`src/source/uart_link_consts.svh`:
```
// Data width, memory depth, address width and baud divisor defines for the UART link.
`ifndef UART_LINK_CONSTS_SVH
`define UART_LINK_CONSTS_SVH

`define UL_XLEN      32   // Data word width.
`define UL_MEM_DEPTH 256  // Memory words.
`define UL_ADDR_W    8    // Word address width.

// Clock cycles per serial bit.
`define UL_BAUD_DIV  16

`endif

```
`src/source/uart_link_pkg.sv`:
```
// Word, address and byte-enable types, host opcodes and command engine states.
`include "uart_link_consts.svh"

package uart_link_pkg;

    typedef logic [`UL_XLEN-1:0]   word_t;
    typedef logic [`UL_ADDR_W-1:0] addr_t;
    typedef logic [`UL_XLEN/8-1:0] be_t;

    // Host opcodes, one byte each.
    typedef enum logic [7:0] {
        CMD_WRITE = 8'h01,  // be, addr, four data bytes.
        CMD_READ  = 8'h02,  // addr, reply of four bytes.
        CMD_RUN   = 8'h03,
        CMD_HALT  = 8'h04
    } cmd_e;

    typedef enum logic [2:0] {
        IDLE,
        GET_ARGS,
        MEM_REQ,
        MEM_WAIT,
        SEND
    } eng_state_e;

endpackage

```
`src/source/mem_bus_if.sv`:
```
// Memory request bundle for one bus master, with master and slave modports.
`timescale 1ns/1ps

interface mem_bus_if;

    logic                 req;    // Held until gnt.
    logic                 we;
    uart_link_pkg::addr_t addr;
    uart_link_pkg::word_t wdata;
    uart_link_pkg::be_t   be;
    logic                 gnt;
    uart_link_pkg::word_t rdata;  // Valid one cycle after the grant.

    modport master (
        output req, we, addr, wdata, be,
        input  gnt, rdata
    );

    modport slave (
        input  req, we, addr, wdata, be,
        output gnt, rdata
    );

endinterface

```
`src/source/cmd_engine.sv`:
```
// Host command decoder driving memory accesses, read replies and the core run level.
`timescale 1ns/1ps
`include "uart_link_consts.svh"

module cmd_engine(
    input  logic       clk_i,
    input  logic       rst_i,

    input  logic [7:0] rx_data_i,
    input  logic       rx_vld_i,
    output logic       rx_rdy_o,

    output logic [7:0] tx_data_o,
    output logic       tx_vld_o,
    input  logic       tx_rdy_i,

    mem_bus_if.master  mem,

    output logic       core_run_o
);

uart_link_pkg::eng_state_e state_q;

logic                 is_wr_q;
logic [2:0]           arg_cnt_q;
logic [1:0]           byte_cnt_q;
uart_link_pkg::be_t   be_q;
uart_link_pkg::addr_t addr_q;
uart_link_pkg::word_t data_q;
logic                 run_q;
logic                 rx_take;
logic                 args_done;

// ****************************************
// Handshakes and memory request
// ****************************************

assign rx_rdy_o = (state_q == uart_link_pkg::IDLE) || (state_q == uart_link_pkg::GET_ARGS);
assign rx_take  = rx_vld_i & rx_rdy_o;

assign args_done = is_wr_q ? (arg_cnt_q == 3'd5) : (arg_cnt_q == 3'd1);

assign tx_vld_o  = (state_q == uart_link_pkg::SEND);
assign tx_data_o = data_q[7:0];  // LSB first.

assign mem.req   = (state_q == uart_link_pkg::MEM_REQ);
assign mem.we    = is_wr_q;
assign mem.addr  = addr_q;
assign mem.wdata = data_q;
assign mem.be    = be_q;

assign core_run_o = run_q;

// ****************************************
// Command FSM
// ****************************************

always_ff @(posedge clk_i) begin
    if (rst_i) begin
        state_q    <= uart_link_pkg::IDLE;
        is_wr_q    <= 1'b0;
        arg_cnt_q  <= '0;
        byte_cnt_q <= '0;
        run_q      <= 1'b0;
    end else begin
        case (state_q)
            uart_link_pkg::IDLE: begin
                if (rx_take) begin
                    case (rx_data_i)
                        uart_link_pkg::CMD_WRITE: begin
                            is_wr_q   <= 1'b1;
                            arg_cnt_q <= 3'd0;
                            state_q   <= uart_link_pkg::GET_ARGS;
                        end
                        uart_link_pkg::CMD_READ: begin
                            is_wr_q   <= 1'b0;
                            arg_cnt_q <= 3'd1;  // Address byte only.
                            state_q   <= uart_link_pkg::GET_ARGS;
                        end
                        uart_link_pkg::CMD_RUN:  run_q <= 1'b1;
                        uart_link_pkg::CMD_HALT: run_q <= 1'b0;
                        default: ;  // Unknown opcode is dropped.
                    endcase
                end
            end
            uart_link_pkg::GET_ARGS: begin
                if (rx_take) begin
                    case (arg_cnt_q)
                        3'd0:    be_q   <= uart_link_pkg::be_t'(rx_data_i);
                        3'd1:    addr_q <= uart_link_pkg::addr_t'(rx_data_i);
                        default: data_q <= {rx_data_i, data_q[`UL_XLEN-1:8]};
                    endcase
                    arg_cnt_q <= arg_cnt_q + 1'b1;
                    if (args_done) begin
                        state_q <= uart_link_pkg::MEM_REQ;
                    end
                end
            end
            uart_link_pkg::MEM_REQ: begin
                if (mem.gnt) begin
                    state_q <= is_wr_q ? uart_link_pkg::IDLE : uart_link_pkg::MEM_WAIT;
                end
            end
            uart_link_pkg::MEM_WAIT: begin
                data_q     <= mem.rdata;
                byte_cnt_q <= '0;
                state_q    <= uart_link_pkg::SEND;
            end
            default: begin
                if (tx_rdy_i) begin
                    data_q     <= data_q >> 8;
                    byte_cnt_q <= byte_cnt_q + 1'b1;
                    if (byte_cnt_q == 2'd3) begin
                        state_q <= uart_link_pkg::IDLE;
                    end
                end
            end
        endcase
    end
end

endmodule

```
`src/flat_wrapper.sv`:
```
// flat-port wrapper written by rule: the top's interface ports become plain ports
module cmd_engine_flat 
  (clk_i, rst_i, rx_data_i, rx_vld_i, rx_rdy_o, tx_data_o, tx_vld_o, tx_rdy_i, core_run_o, mem_req, mem_we, mem_addr, mem_wdata, mem_be, mem_gnt, mem_rdata);
  mem_bus_if mem_i ();
  input  logic clk_i;
  input  logic rst_i;
  input  logic [7:0] rx_data_i;
  input  logic rx_vld_i;
  output logic rx_rdy_o;
  output logic [7:0] tx_data_o;
  output logic tx_vld_o;
  input  logic tx_rdy_i;
  output logic core_run_o;
  output wire logic [$bits(mem_i.req)-1:0] mem_req;
  output wire logic [$bits(mem_i.we)-1:0] mem_we;
  output wire logic [$bits(mem_i.addr)-1:0] mem_addr;
  output wire logic [$bits(mem_i.wdata)-1:0] mem_wdata;
  output wire logic [$bits(mem_i.be)-1:0] mem_be;
  input wire logic [$bits(mem_i.gnt)-1:0] mem_gnt;
  input wire logic [$bits(mem_i.rdata)-1:0] mem_rdata;
  assign mem_req = mem_i.req;
  assign mem_we = mem_i.we;
  assign mem_addr = mem_i.addr;
  assign mem_wdata = mem_i.wdata;
  assign mem_be = mem_i.be;
  assign mem_i.gnt = mem_gnt;
  assign mem_i.rdata = mem_rdata;
  cmd_engine u_core (.clk_i(clk_i), .rst_i(rst_i), .rx_data_i(rx_data_i), .rx_vld_i(rx_vld_i), .rx_rdy_o(rx_rdy_o), .tx_data_o(tx_data_o), .tx_vld_o(tx_vld_o), .tx_rdy_i(tx_rdy_i), .mem(mem_i), .core_run_o(core_run_o));
endmodule
```
`config.mk`:
```
export PLATFORM = sky130hd
export DESIGN_NAME = cmd_engine_flat
export DESIGN_NICKNAME = d
export VERILOG_FILES = /design/src/source/uart_link_pkg.sv /design/src/source/mem_bus_if.sv /design/src/source/cmd_engine.sv /design/src/flat_wrapper.sv
export VERILOG_INCLUDE_DIRS = /design/src /design/src/source
export SDC_FILE = /design/constraint.sdc
export NUM_CORES = 1
export LEC_CHECK = 0
export BUFFER_PORTS_ARGS = -buffer_cell sky130_fd_sc_hd__buf_2
export CORE_AREA = 2 2 74 94
export CTS_CLUSTER_SIZE = 40
export DETAILED_ROUTE_END_ITERATION = 6
export DIE_AREA = 0 0 76 96
export GPL_ROUTABILITY_DRIVEN = 0
export PLACE_DENSITY = 0.65
export SYNTH_ARGS = -nofsm -noshare
export SYNTH_HDL_FRONTEND = slang
export SYNTH_SLANG_ARGS = --single-unit
```
`constraint.sdc`:
```
create_clock -name clk_i -period 3.6 [get_ports clk_i]
set_input_delay 0.72 -clock clk_i [delete_from_list [all_inputs] [get_ports clk_i]]
set_output_delay 0.72 -clock clk_i [all_outputs]
set_load 0.02 [all_outputs]
```
==> results of run 1 <==
[cell families after synthesis]
logic type | share of synthesized area
AND/OR/NAND/NOR | 0.108
buffers and inverters | 0.0561
AO/OA/AOI/OAI | 0.0801
flip-flops | 0.609
XOR/XNOR | 0.0105
adder cells (fa/ha/maj) | 0.0200
multiplexers | 0.117
[worst min-delay path, stage by stage, from the launching register on]
cell and delay, ns:
dfxtp_1 0.33, a21oi_1 0.11, nor3_1 0.06
[registers in the layout (all words and copies together) (netlist names)]
signal	count
u_core.arg_cnt_q	3
u_core.byte_cnt_q	2
u_core.core_run_o	1
u_core.mem.addr	8
u_core.mem.be	4
u_core.mem.wdata	32
u_core.mem.we	1
u_core.state_q	3
[stage by stage]
step | cell area, µm² | setup slack [ns]
6_report | 3120 | 1.32
4_1_cts | 3120 | 1.30
3_5_place_dp | 3010 | 1.23
2_1_floorplan | 2500 | 0.661
3_3_place_gp | 3010 | 1.24
5_1_grt | 3120 | 1.12
[placed cells by master, fill, tap and decap left out, types with 2 or more instances in the layout]
| cell | count |
|---|---|
| nor2b_1 | 2 |
| a21oi_1 | 4 |
| o31ai_1 | 2 |
| clkbuf_8 | 6 |
| a22o_1 | 8 |
| inv_1 | 4 |
| mux2_1 | 19 |
| o21a_1 | 2 |
| nand4b_1 | 2 |
| nor3_1 | 4 |
| edfxtp_1 | 44 |
| ha_1 | 4 |
| nor2_1 | 8 |
| nand4_1 | 3 |
| dfxtp_1 | 10 |
| nand2_1 | 4 |
| mux2_2 | 6 |
| a31oi_1 | 2 |
| buf_2 | 101 |
| and2_1 | 4 |
| nor3b_1 | 3 |
| xor2_1 | 2 |
[routing by layer]
metal | routed length, µm | part of all wire | vias up
met3 | 370 | 0.074 | 5
met1 | 2140 | 0.43 | 803
met5 | 0 | 0 | -
met2 | 2440 | 0.49 | 72
li1 | - | - | 843
met4 | 57 | 0.011 | 0
[where the power goes]
| group | total [mW] | switching (mW) | internal [mW] |
|---|---|---|---|
| Sequential | 0.667 | 0.000393 | 0.667 |
| Clock | 0.412 | 0.185 | 0.227 |
| Combinational | 0.0443 | 0.0217 | 0.0225 |
[worst paths after layout]
path | startpoint | to | slack [ns] | cells after the start
min | u_core.core_run_o | u_core.core_run_o | 0.54 | 2
max | u_core.arg_cnt_q[0] | u_core.mem.wdata[24] | 1.32 | 6
max reg2reg | u_core.arg_cnt_q[0] | u_core.mem.wdata[24] | 1.32 | 6
min reg2reg | u_core.core_run_o | u_core.core_run_o | 0.54 | 2
[final cells by class]
type	instances	area share
Clock buffer	7	0.0276
Tap cell	87	0.0348
Sequential cell	54	0.487
Timing Repair Buffer	102	0.164
Multi-Input combinational cell	100	0.272
Clock inverter	1	0.00961
Inverter	4	0.00481
==> impl_metrics.yaml, run 1 <==
final_layout:
  drive_gt1_frac: 0.448
  nNetsFinal: 316
  fin_util: 0.488
  fillCellCount: 586
  seq_area_um2: 1520
  antennaDiodeCount: 0
  areaGrowthSynthToFinish_pct: 25.0
  multiInputGateArea_um2: 850
  final-instance-count-excl-fill: 355
critical_path:
  slowest_stage: "a21oi_4"
  crit_buf_inv: 1
  arrival_ns: 2.21
  cp.required_ns: 3.53
  cpPeakStageDelay_ns: 0.83
  crit_chain: "inv_1 -> ha_1 -> nor2_1 -> o21a_1 -> o21ai_0 -> a21oi_4"
  worst-setup-path-type: "flop to flop"
  path_delay_family: "compound AO/OA/AOI/OAI gates"
  worst_setup_path_end_kind: "flop"
  start_kind: "flop"
  crit_fanout: 32
logic_synthesis:
  synth.most_common_cell: "edfxtp_1"
  ys_ff_latch: 54
  yosysWarningCount: 0
  seq_area_frac_synth: 0.609
  synthCells: 175
  synth-main-ff-cell: "edfxtp_1"
  async_flop_share: 0
  syn-cell-area_um2: 2500
  synth_area_leaders: "edfxtp_1, mux2_1, dfxtp_1"
  syn_avg_cell_area_um2: 14.3
  synth_nets: 224
  yosys-top-cells-count: "edfxtp_1, mux2_1, dfxtp_1"
  synth_cell_types: 44
  synth_edf_count: 44
  yosysTopAreaCellShare: 0.529
  synth_largest_area_cell: "edfxtp_1"
detailed_routing:
  drt-wirelength-per-cell_um: 14.1
  via_per_inst: 4.85
  vias: 1723
  drc_errors: 0
  drt_wl_total_mm: 5.01
  drtPass1Iterations: 4
  ant_nets: 0
  drt_iter0_drc: 74
sta:
  clock_skew_ns: 0.0116
  rsz0062_at_grt: "no"
  setup_violations: 0
  tns_ns: 0
  whs_ns: 0.541
  max_freq_mhz: 439
  period_needed_ns: 2.28
  slew_violations: 0
  worstMarginPinSlew_ns: 1.00
  finalHoldViolCount: 0
  relSlewSlack: 0.330
  fin_crit_sh: 0.633
clocking:
  cts_buffers: 5
  cts_buffer_depth: 2
  cts_tree: "yes"
  cts_setup_buffers: 0
  clock_latency_ns: 0.30
  root_buffer: "clkbuf_8"
  cts-hold-fix-buffers: 0
  clkTransAtPathRegs_ns: 0.09
  cts_resized: 0
  cts_sinks: 54
  cts-htree-levels: 2
floorplan:
  die_width_um: 76
  die_y_um: 96
  start_util: 0.391
  rows: 33
  io_pins: 102
  die_area_um2: 7300
  core_area_um2: 6400
pwr:
  leakagePower_nw: 1.26
  power_mw: 1.12
  irDropWorstVdd_v: 0.000255
  power.density_nw_per_um2: 360
placement:
  dp.cells: 347
  hpwl_mm: 3.75
  port_buffers: 101
global_route:
  grt_max_degree: 36
  grt_pass1_vias: 1603
  overflow: 0
  grt_pass1_wl_mm: 7.94
  grtUsageMet3: 0.0403
  busiest_layer: "met2"
  antenna_found_initial: 0
  grtUsageTotal: 0.140
  use_met2: 0.241
  gr-usage-met1: 0.170
job:
  maxCapViolations: 0
run_status:
  status: "finished, final reports clean"
hold_path:
  hp-class: "flop to flop"
(Power assumes the default switching activity.)
==> run 2: changes to the inputs <==
==> constraint.sdc (replaced) <==
create_clock -name clk_i -period 2.2 [get_ports clk_i]
set_input_delay 0.44 -clock clk_i [delete_from_list [all_inputs] [get_ports clk_i]]
set_output_delay 0.44 -clock clk_i [all_outputs]
set_load 0.02 [all_outputs]
==> run 2 against run 1 <==
Global-route usage up 0.062 points. Via count up 0.58%. Clock skew down 0.00099 ns. Sequential cell count unchanged. Worst setup slack worse by 0.93 ns. Clock-buffer cell count down 2. Largest power group unchanged. Sequential power up 63%.
==> impl_metrics.yaml, run 2 (synthesis gave the netlist of run 1 again) <==
run_status:
  status: "finished, final reports clean"
critical_path:
  r2r-start: "u_core.arg_cnt_q[0]"
  cp.required_ns: 1.76
  rr_endpoint: "u_core.mem.wdata[31]"
  cpPeakStageDelay_ns: 0.61
  slowest_stage: "dfxtp_1"
  rrSetupSlack_ns: 0.41
  worst-setup-path-type: "flop to output pin"
  crit_buf_inv: 1
  reg2reg_depth: 7
  path_delay_family: "flip-flops"
  worst_setup_path_end_kind: "output pin"
  arrival_ns: 1.37
  start_kind: "flop"
  crit_fanout: 11
  crit_chain: "nor3b_1 -> buf_2"
detailed_routing:
  drc_errors: 0
  drt_wl_total_mm: 4.91
  vias: 1733
  drtPass1Iterations: 4
  ant_nets: 0
  drt_iter0_drc: 41
  drt-wirelength-per-cell_um: 13.7
  via_per_inst: 4.84
final_layout:
  layout_commonest_cell: "buf_2"
  drive_gt1_frac: 0.450
  layout_common_cells: "buf_2, edfxtp_1, mux2_1"
  antennaDiodeCount: 0
  nNetsFinal: 319
  areaGrowthSynthToFinish_pct: 25.6
  largest_reg_flops: 32
hold_path:
  min_from: "rx_data_i[4]"
  whs_path_depth: 1
  holdPathEnd: "u_core.mem.addr[4]"
  hp-class: "primary input to flop"
sta:
  fin_crit_sh: 0.823
  clock_skew_ns: 0.0107
  slew_violations: 0
  max_freq_mhz: 552
  whs_ns: 0.362
  setup_violations: 0
  tns_ns: 0
  period_needed_ns: 1.81
  relSlewSlack: 0.696
  worstMarginPinSlew_ns: 0.455
  rsz0062_at_grt: "no"
  finalHoldViolCount: 0
floorplan:
  rows: 33
  io_pins: 102
  start_util: 0.391
  die_width_um: 76
  core_area_um2: 6400
  die_y_um: 96
  die_area_um2: 7300
pwr:
  leakagePower_nw: 1.27
  switchingPower_mw: 0.348
  switching_share: 0.205
  internal_power_mw: 1.35
  pwr-share-seq: 0.644
  irDropWorstVdd_v: 0.000269
  p_clk_frac: 0.313
  power.density_nw_per_um2: 540
  p_comb_frac: 0.042
clocking:
  cts_tree: "yes"
  root_buffer: "clkbuf_8"
  cts-hold-fix-buffers: 0
  cts_buffers: 5
  cts_setup_buffers: 0
  cts_sinks: 54
  cts-htree-levels: 2
  cts_resized: 0
  clock_latency_ns: 0.31
  clkTransAtPathRegs_ns: 0.10
  cts_buffer_depth: 2
global_route:
  antenna_found_initial: 0
  grt_max_degree: 36
  overflow: 0
  grtUsageTotal: 0.140
  grt_pass1_vias: 1688
  grt_pass1_wl_mm: 7.97
job:
  maxCapViolations: 0
placement:
  port_buffers: 101
  hpwl_mm: 3.67
## run 2: how the worst max path moves through the flow
stage	from	to	slack, ns	cells after the start
after floorplan	u_core.arg_cnt_q[0]	u_core.mem.wdata[0]	0.25	6
after global placement	u_core.state_q[0]	u_core.mem.wdata[3]	0.39	4
after detailed placement	u_core.state_q[0]	u_core.mem.wdata[3]	0.40	4
after CTS	u_core.state_q[2]	tx_vld_o	0.35	2
after global routing	u_core.arg_cnt_q[0]	u_core.mem.wdata[31]	0.24	7
final	u_core.state_q[2]	tx_vld_o	0.39	2
## run 2: stage by stage
step	instance area, µm²	power (mW)	setup WS [ns]	util	cells
after global routing	3140	1.76	0.239	0.491	358
after global placement	3060	1.19	0.388	0.477	350
final	3140	1.70	0.390	0.491	358
after floorplan	2510	1.13	0.253	-	175
after CTS	3140	1.72	0.346	0.491	358
after detailed placement	3060	1.19	0.403	0.477	350
## run 2: worst reg2reg max path: stages, from the launching register on
cell,delay (ns)
dfxtp_1,0.43
inv_1,0.07
ha_1,0.20
nor2_1,0.09
o21a_1,0.11
o21ai_0,0.13
a21oi_4,0.22
buf_4,0.23
## run 2: final cells by class
cell class | instances | area, µm²
clock buffers | 5 | 68.8
clock inverters | 3 | 16.3
fillers | 583 | 3260
inverters | 4 | 15.0
multi-input cells | 100 | 850
flip-flops and latches | 54 | 1520
well taps | 87 | 109
repair buffers | 105 | 561
## run 2: layer usage
metal  vias to the layer above  share of wire  global-route usage
met5                         -              0                   0
met4                         0          0.023              0.0561
met3                         9          0.081              0.0450
met2                        81           0.49               0.239
met1                       794           0.41               0.167
li1                        849              -                   -
## run 2: power by group through the flow
| stage | clock [mW] | combinational [mW] | sequential [mW] |
|---|---|---|---|
| 2_1_floorplan | 0 | 0.0183 | 1.12 |
| 3_3_place_gp | 0 | 0.0726 | 1.12 |
| 3_5_place_dp | 0 | 0.0731 | 1.12 |
| 4_1_cts | 0.553 | 0.0734 | 1.09 |
| 5_1_grt | 0.589 | 0.0802 | 1.09 |
| 6_report | 0.531 | 0.0720 | 1.09 |
==> run 3: changes to the inputs <==
--- a/config.mk
+++ b/config.mk
@@ -12,7 +12,7 @@
 export DETAILED_ROUTE_END_ITERATION = 6
 export DIE_AREA = 0 0 76 96
 export GPL_ROUTABILITY_DRIVEN = 0
-export PLACE_DENSITY = 0.65
+export PLACE_DENSITY = 0.67
 export SYNTH_ARGS = -nofsm -noshare
 export SYNTH_HDL_FRONTEND = slang
 export SYNTH_SLANG_ARGS = --single-unit
==> constraint.sdc (replaced) <==
create_clock -name clk_i -period 1.45 [get_ports clk_i]
set_input_delay 0.29 -clock clk_i [delete_from_list [all_inputs] [get_ports clk_i]]
set_output_delay 0.29 -clock clk_i [all_outputs]
set_load 0.02 [all_outputs]
==> run 3 against run 2 <==
Clock power grew 67%. Clock-buffer cell count grew 1. The flow now finishes with violations (setup timing). Sequential power grew 51%. Power grew 57%. Critical endpoint is now u_core.mem.wdata[13].
==> impl_metrics.yaml, run 3 (synthesis gave the netlist of run 1 again) <==
placement:
  dpl_cell_area_um2: 3270
  port_buffers: 101
  hpwl_mm: 4.18
sta:
  clock_skew_ns: 0.00440
  worstMarginPinSlew_ns: 0.381
  finalHoldViolCount: 0
  setup_violations: 66
  tns_ns: -2.73
  max_freq_mhz: 659
  rsz0062_at_grt: "yes"
  slew_violations: 0
  timing.final.ws_setup_ns: -0.0674
  relSlewSlack: 0.743
  period_needed_ns: 1.52
  fin_crit_sh: 1.05
clocking:
  root_buffer: "clkbuf_8"
  cts_buffers: 5
  clkTransAtPathRegs_ns: 0.10
  cts_sinks: 54
  clock_latency_ns: 0.30
  cts-hold-fix-buffers: 0
  cts_buffer_depth: 2
  cts-htree-levels: 2
  cts_tree: "yes"
critical_path:
  worst_setup_path_end_kind: "flop"
  arrival_ns: 1.58
  rrSetupSlack_ns: -0.07
  endpoint: "u_core.mem.wdata[13]"
  startpoint: "u_core.state_q[2]"
  start_kind: "flop"
  r2r-start: "u_core.state_q[2]"
  reg2reg_depth: 5
  worst-setup-path-type: "flop to flop"
  cp.required_ns: 1.51
  crit_fanout: 6
  rr_endpoint: "u_core.mem.wdata[13]"
hold_path:
  hp-class: "primary input to flop"
final_layout:
  antennaDiodeCount: 0
  postLayoutCellArea_um2: 3680
  nNetsFinal: 353
  largest_reg_flops: 32
  layout_commonest_cell: "buf_2"
  layout_common_cells: "buf_2, edfxtp_1, mux2_4, buf_4, buf_6"
  fillCellCount: 547
  drive_gt1_frac: 0.639
  areaGrowthSynthToFinish_pct: 47.0
  multiInputGateArea_um2: 1000
  seq_area_um2: 1530
floorplan:
  rows: 33
  start_util: 0.391
  io_pins: 102
  die_width_um: 76
  core_area_um2: 6400
  die_y_um: 96
  die_area_um2: 7300
global_route:
  grt_pass1_wl_mm: 8.76
  antenna_found_initial: 0
  overflow: 0
  grt_pass1_vias: 1782
  grt_max_degree: 23
  grtUsageTotal: 0.157
detailed_routing:
  via_per_inst: 4.82
  drt_iter0_drc: 68
  drt-wirelength-per-cell_um: 15.1
  vias: 1889
  drc_errors: 0
  ant_nets: 0
  drt_wl_total_mm: 5.91
  drtPass1Iterations: 4
job:
  maxCapViolations: 0
pwr:
  power.density_nw_per_um2: 726
  irDropWorstVdd_v: 0.000527
  leakagePower_nw: 1.55
run_status:
  violations: "setup timing"
  status: "complete, but fails checks"
[run 3: timing repair]
action	CTS	global route
cloned	1	1
setup endpoints to repair	73	77
buffers inserted	8	1
gates resized for setup	36	20
pin swaps	2	4
[run 3: worst max-delay path: stages (launching register included)]
cell and delay [ns]:
dfxtp_4 0.36, buf_6 0.12, nor2b_4 0.10, and2_4 0.23, clkbuf_16 0.18, mux2_4 0.30
[run 3: cell type report]
class / count / share of cell area
Timing Repair Buffer: 139 / 0.248
Clock buffer: 6 / 0.0225
Sequential cell: 54 / 0.417
Clock inverter: 2 / 0.00442
Inverter: 4 / 0.00477
Multi-Input combinational cell: 100 / 0.273
Tap cell: 87 / 0.0296
[run 3: worst min-delay path by stage]
stage          slack [ns]  depth (start not counted)                  to         startpoint
2_1_floorplan        0.39                          0  u_core.mem.addr[0]       rx_data_i[0]
3_3_place_gp         0.50                          2   u_core.core_run_o  u_core.core_run_o
3_5_place_dp         0.51                          2   u_core.core_run_o  u_core.core_run_o
4_1_cts              0.21                          1  u_core.mem.addr[2]       rx_data_i[2]
5_1_grt              0.20                          1  u_core.mem.addr[2]       rx_data_i[2]
6_report             0.22                          1  u_core.mem.addr[2]       rx_data_i[2]
[run 3: metrics by stage]
step                      hold slack (ns)  setup slack (ns)  power, mW  utilization  cells
after global routing                0.200            -0.108       2.76        0.574    392
after global placement              0.502           -0.0279       1.82        0.511    373
after CTS                           0.205           -0.0628       2.70        0.558    390
after detailed placement            0.510           -0.0609       1.82        0.511    373
final                               0.222           -0.0674       2.67        0.574    392
after floorplan                     0.389            -0.343       1.72            -    175
[run 3: where the power goes]
part / internal [mW] / switching, mW / total [mW] / leakage, nW
Clock: 0.394 / 0.491 / 0.885 / 0.0478
Sequential: 1.65 / 0.000636 / 1.65 / 0.492
Combinational: 0.0707 / 0.0629 / 0.134 / 1.01
Total: 2.11 / 0.555 / 2.67 / 1.55
[run 3: routing by layer]
layer	up-vias	global-route usage	wire, µm
li1	919	-	-
met1	898	0.178	2430
met2	68	0.288	3100
met3	4	0.0403	319
met4	0	0.0606	57
met5	-	0	0
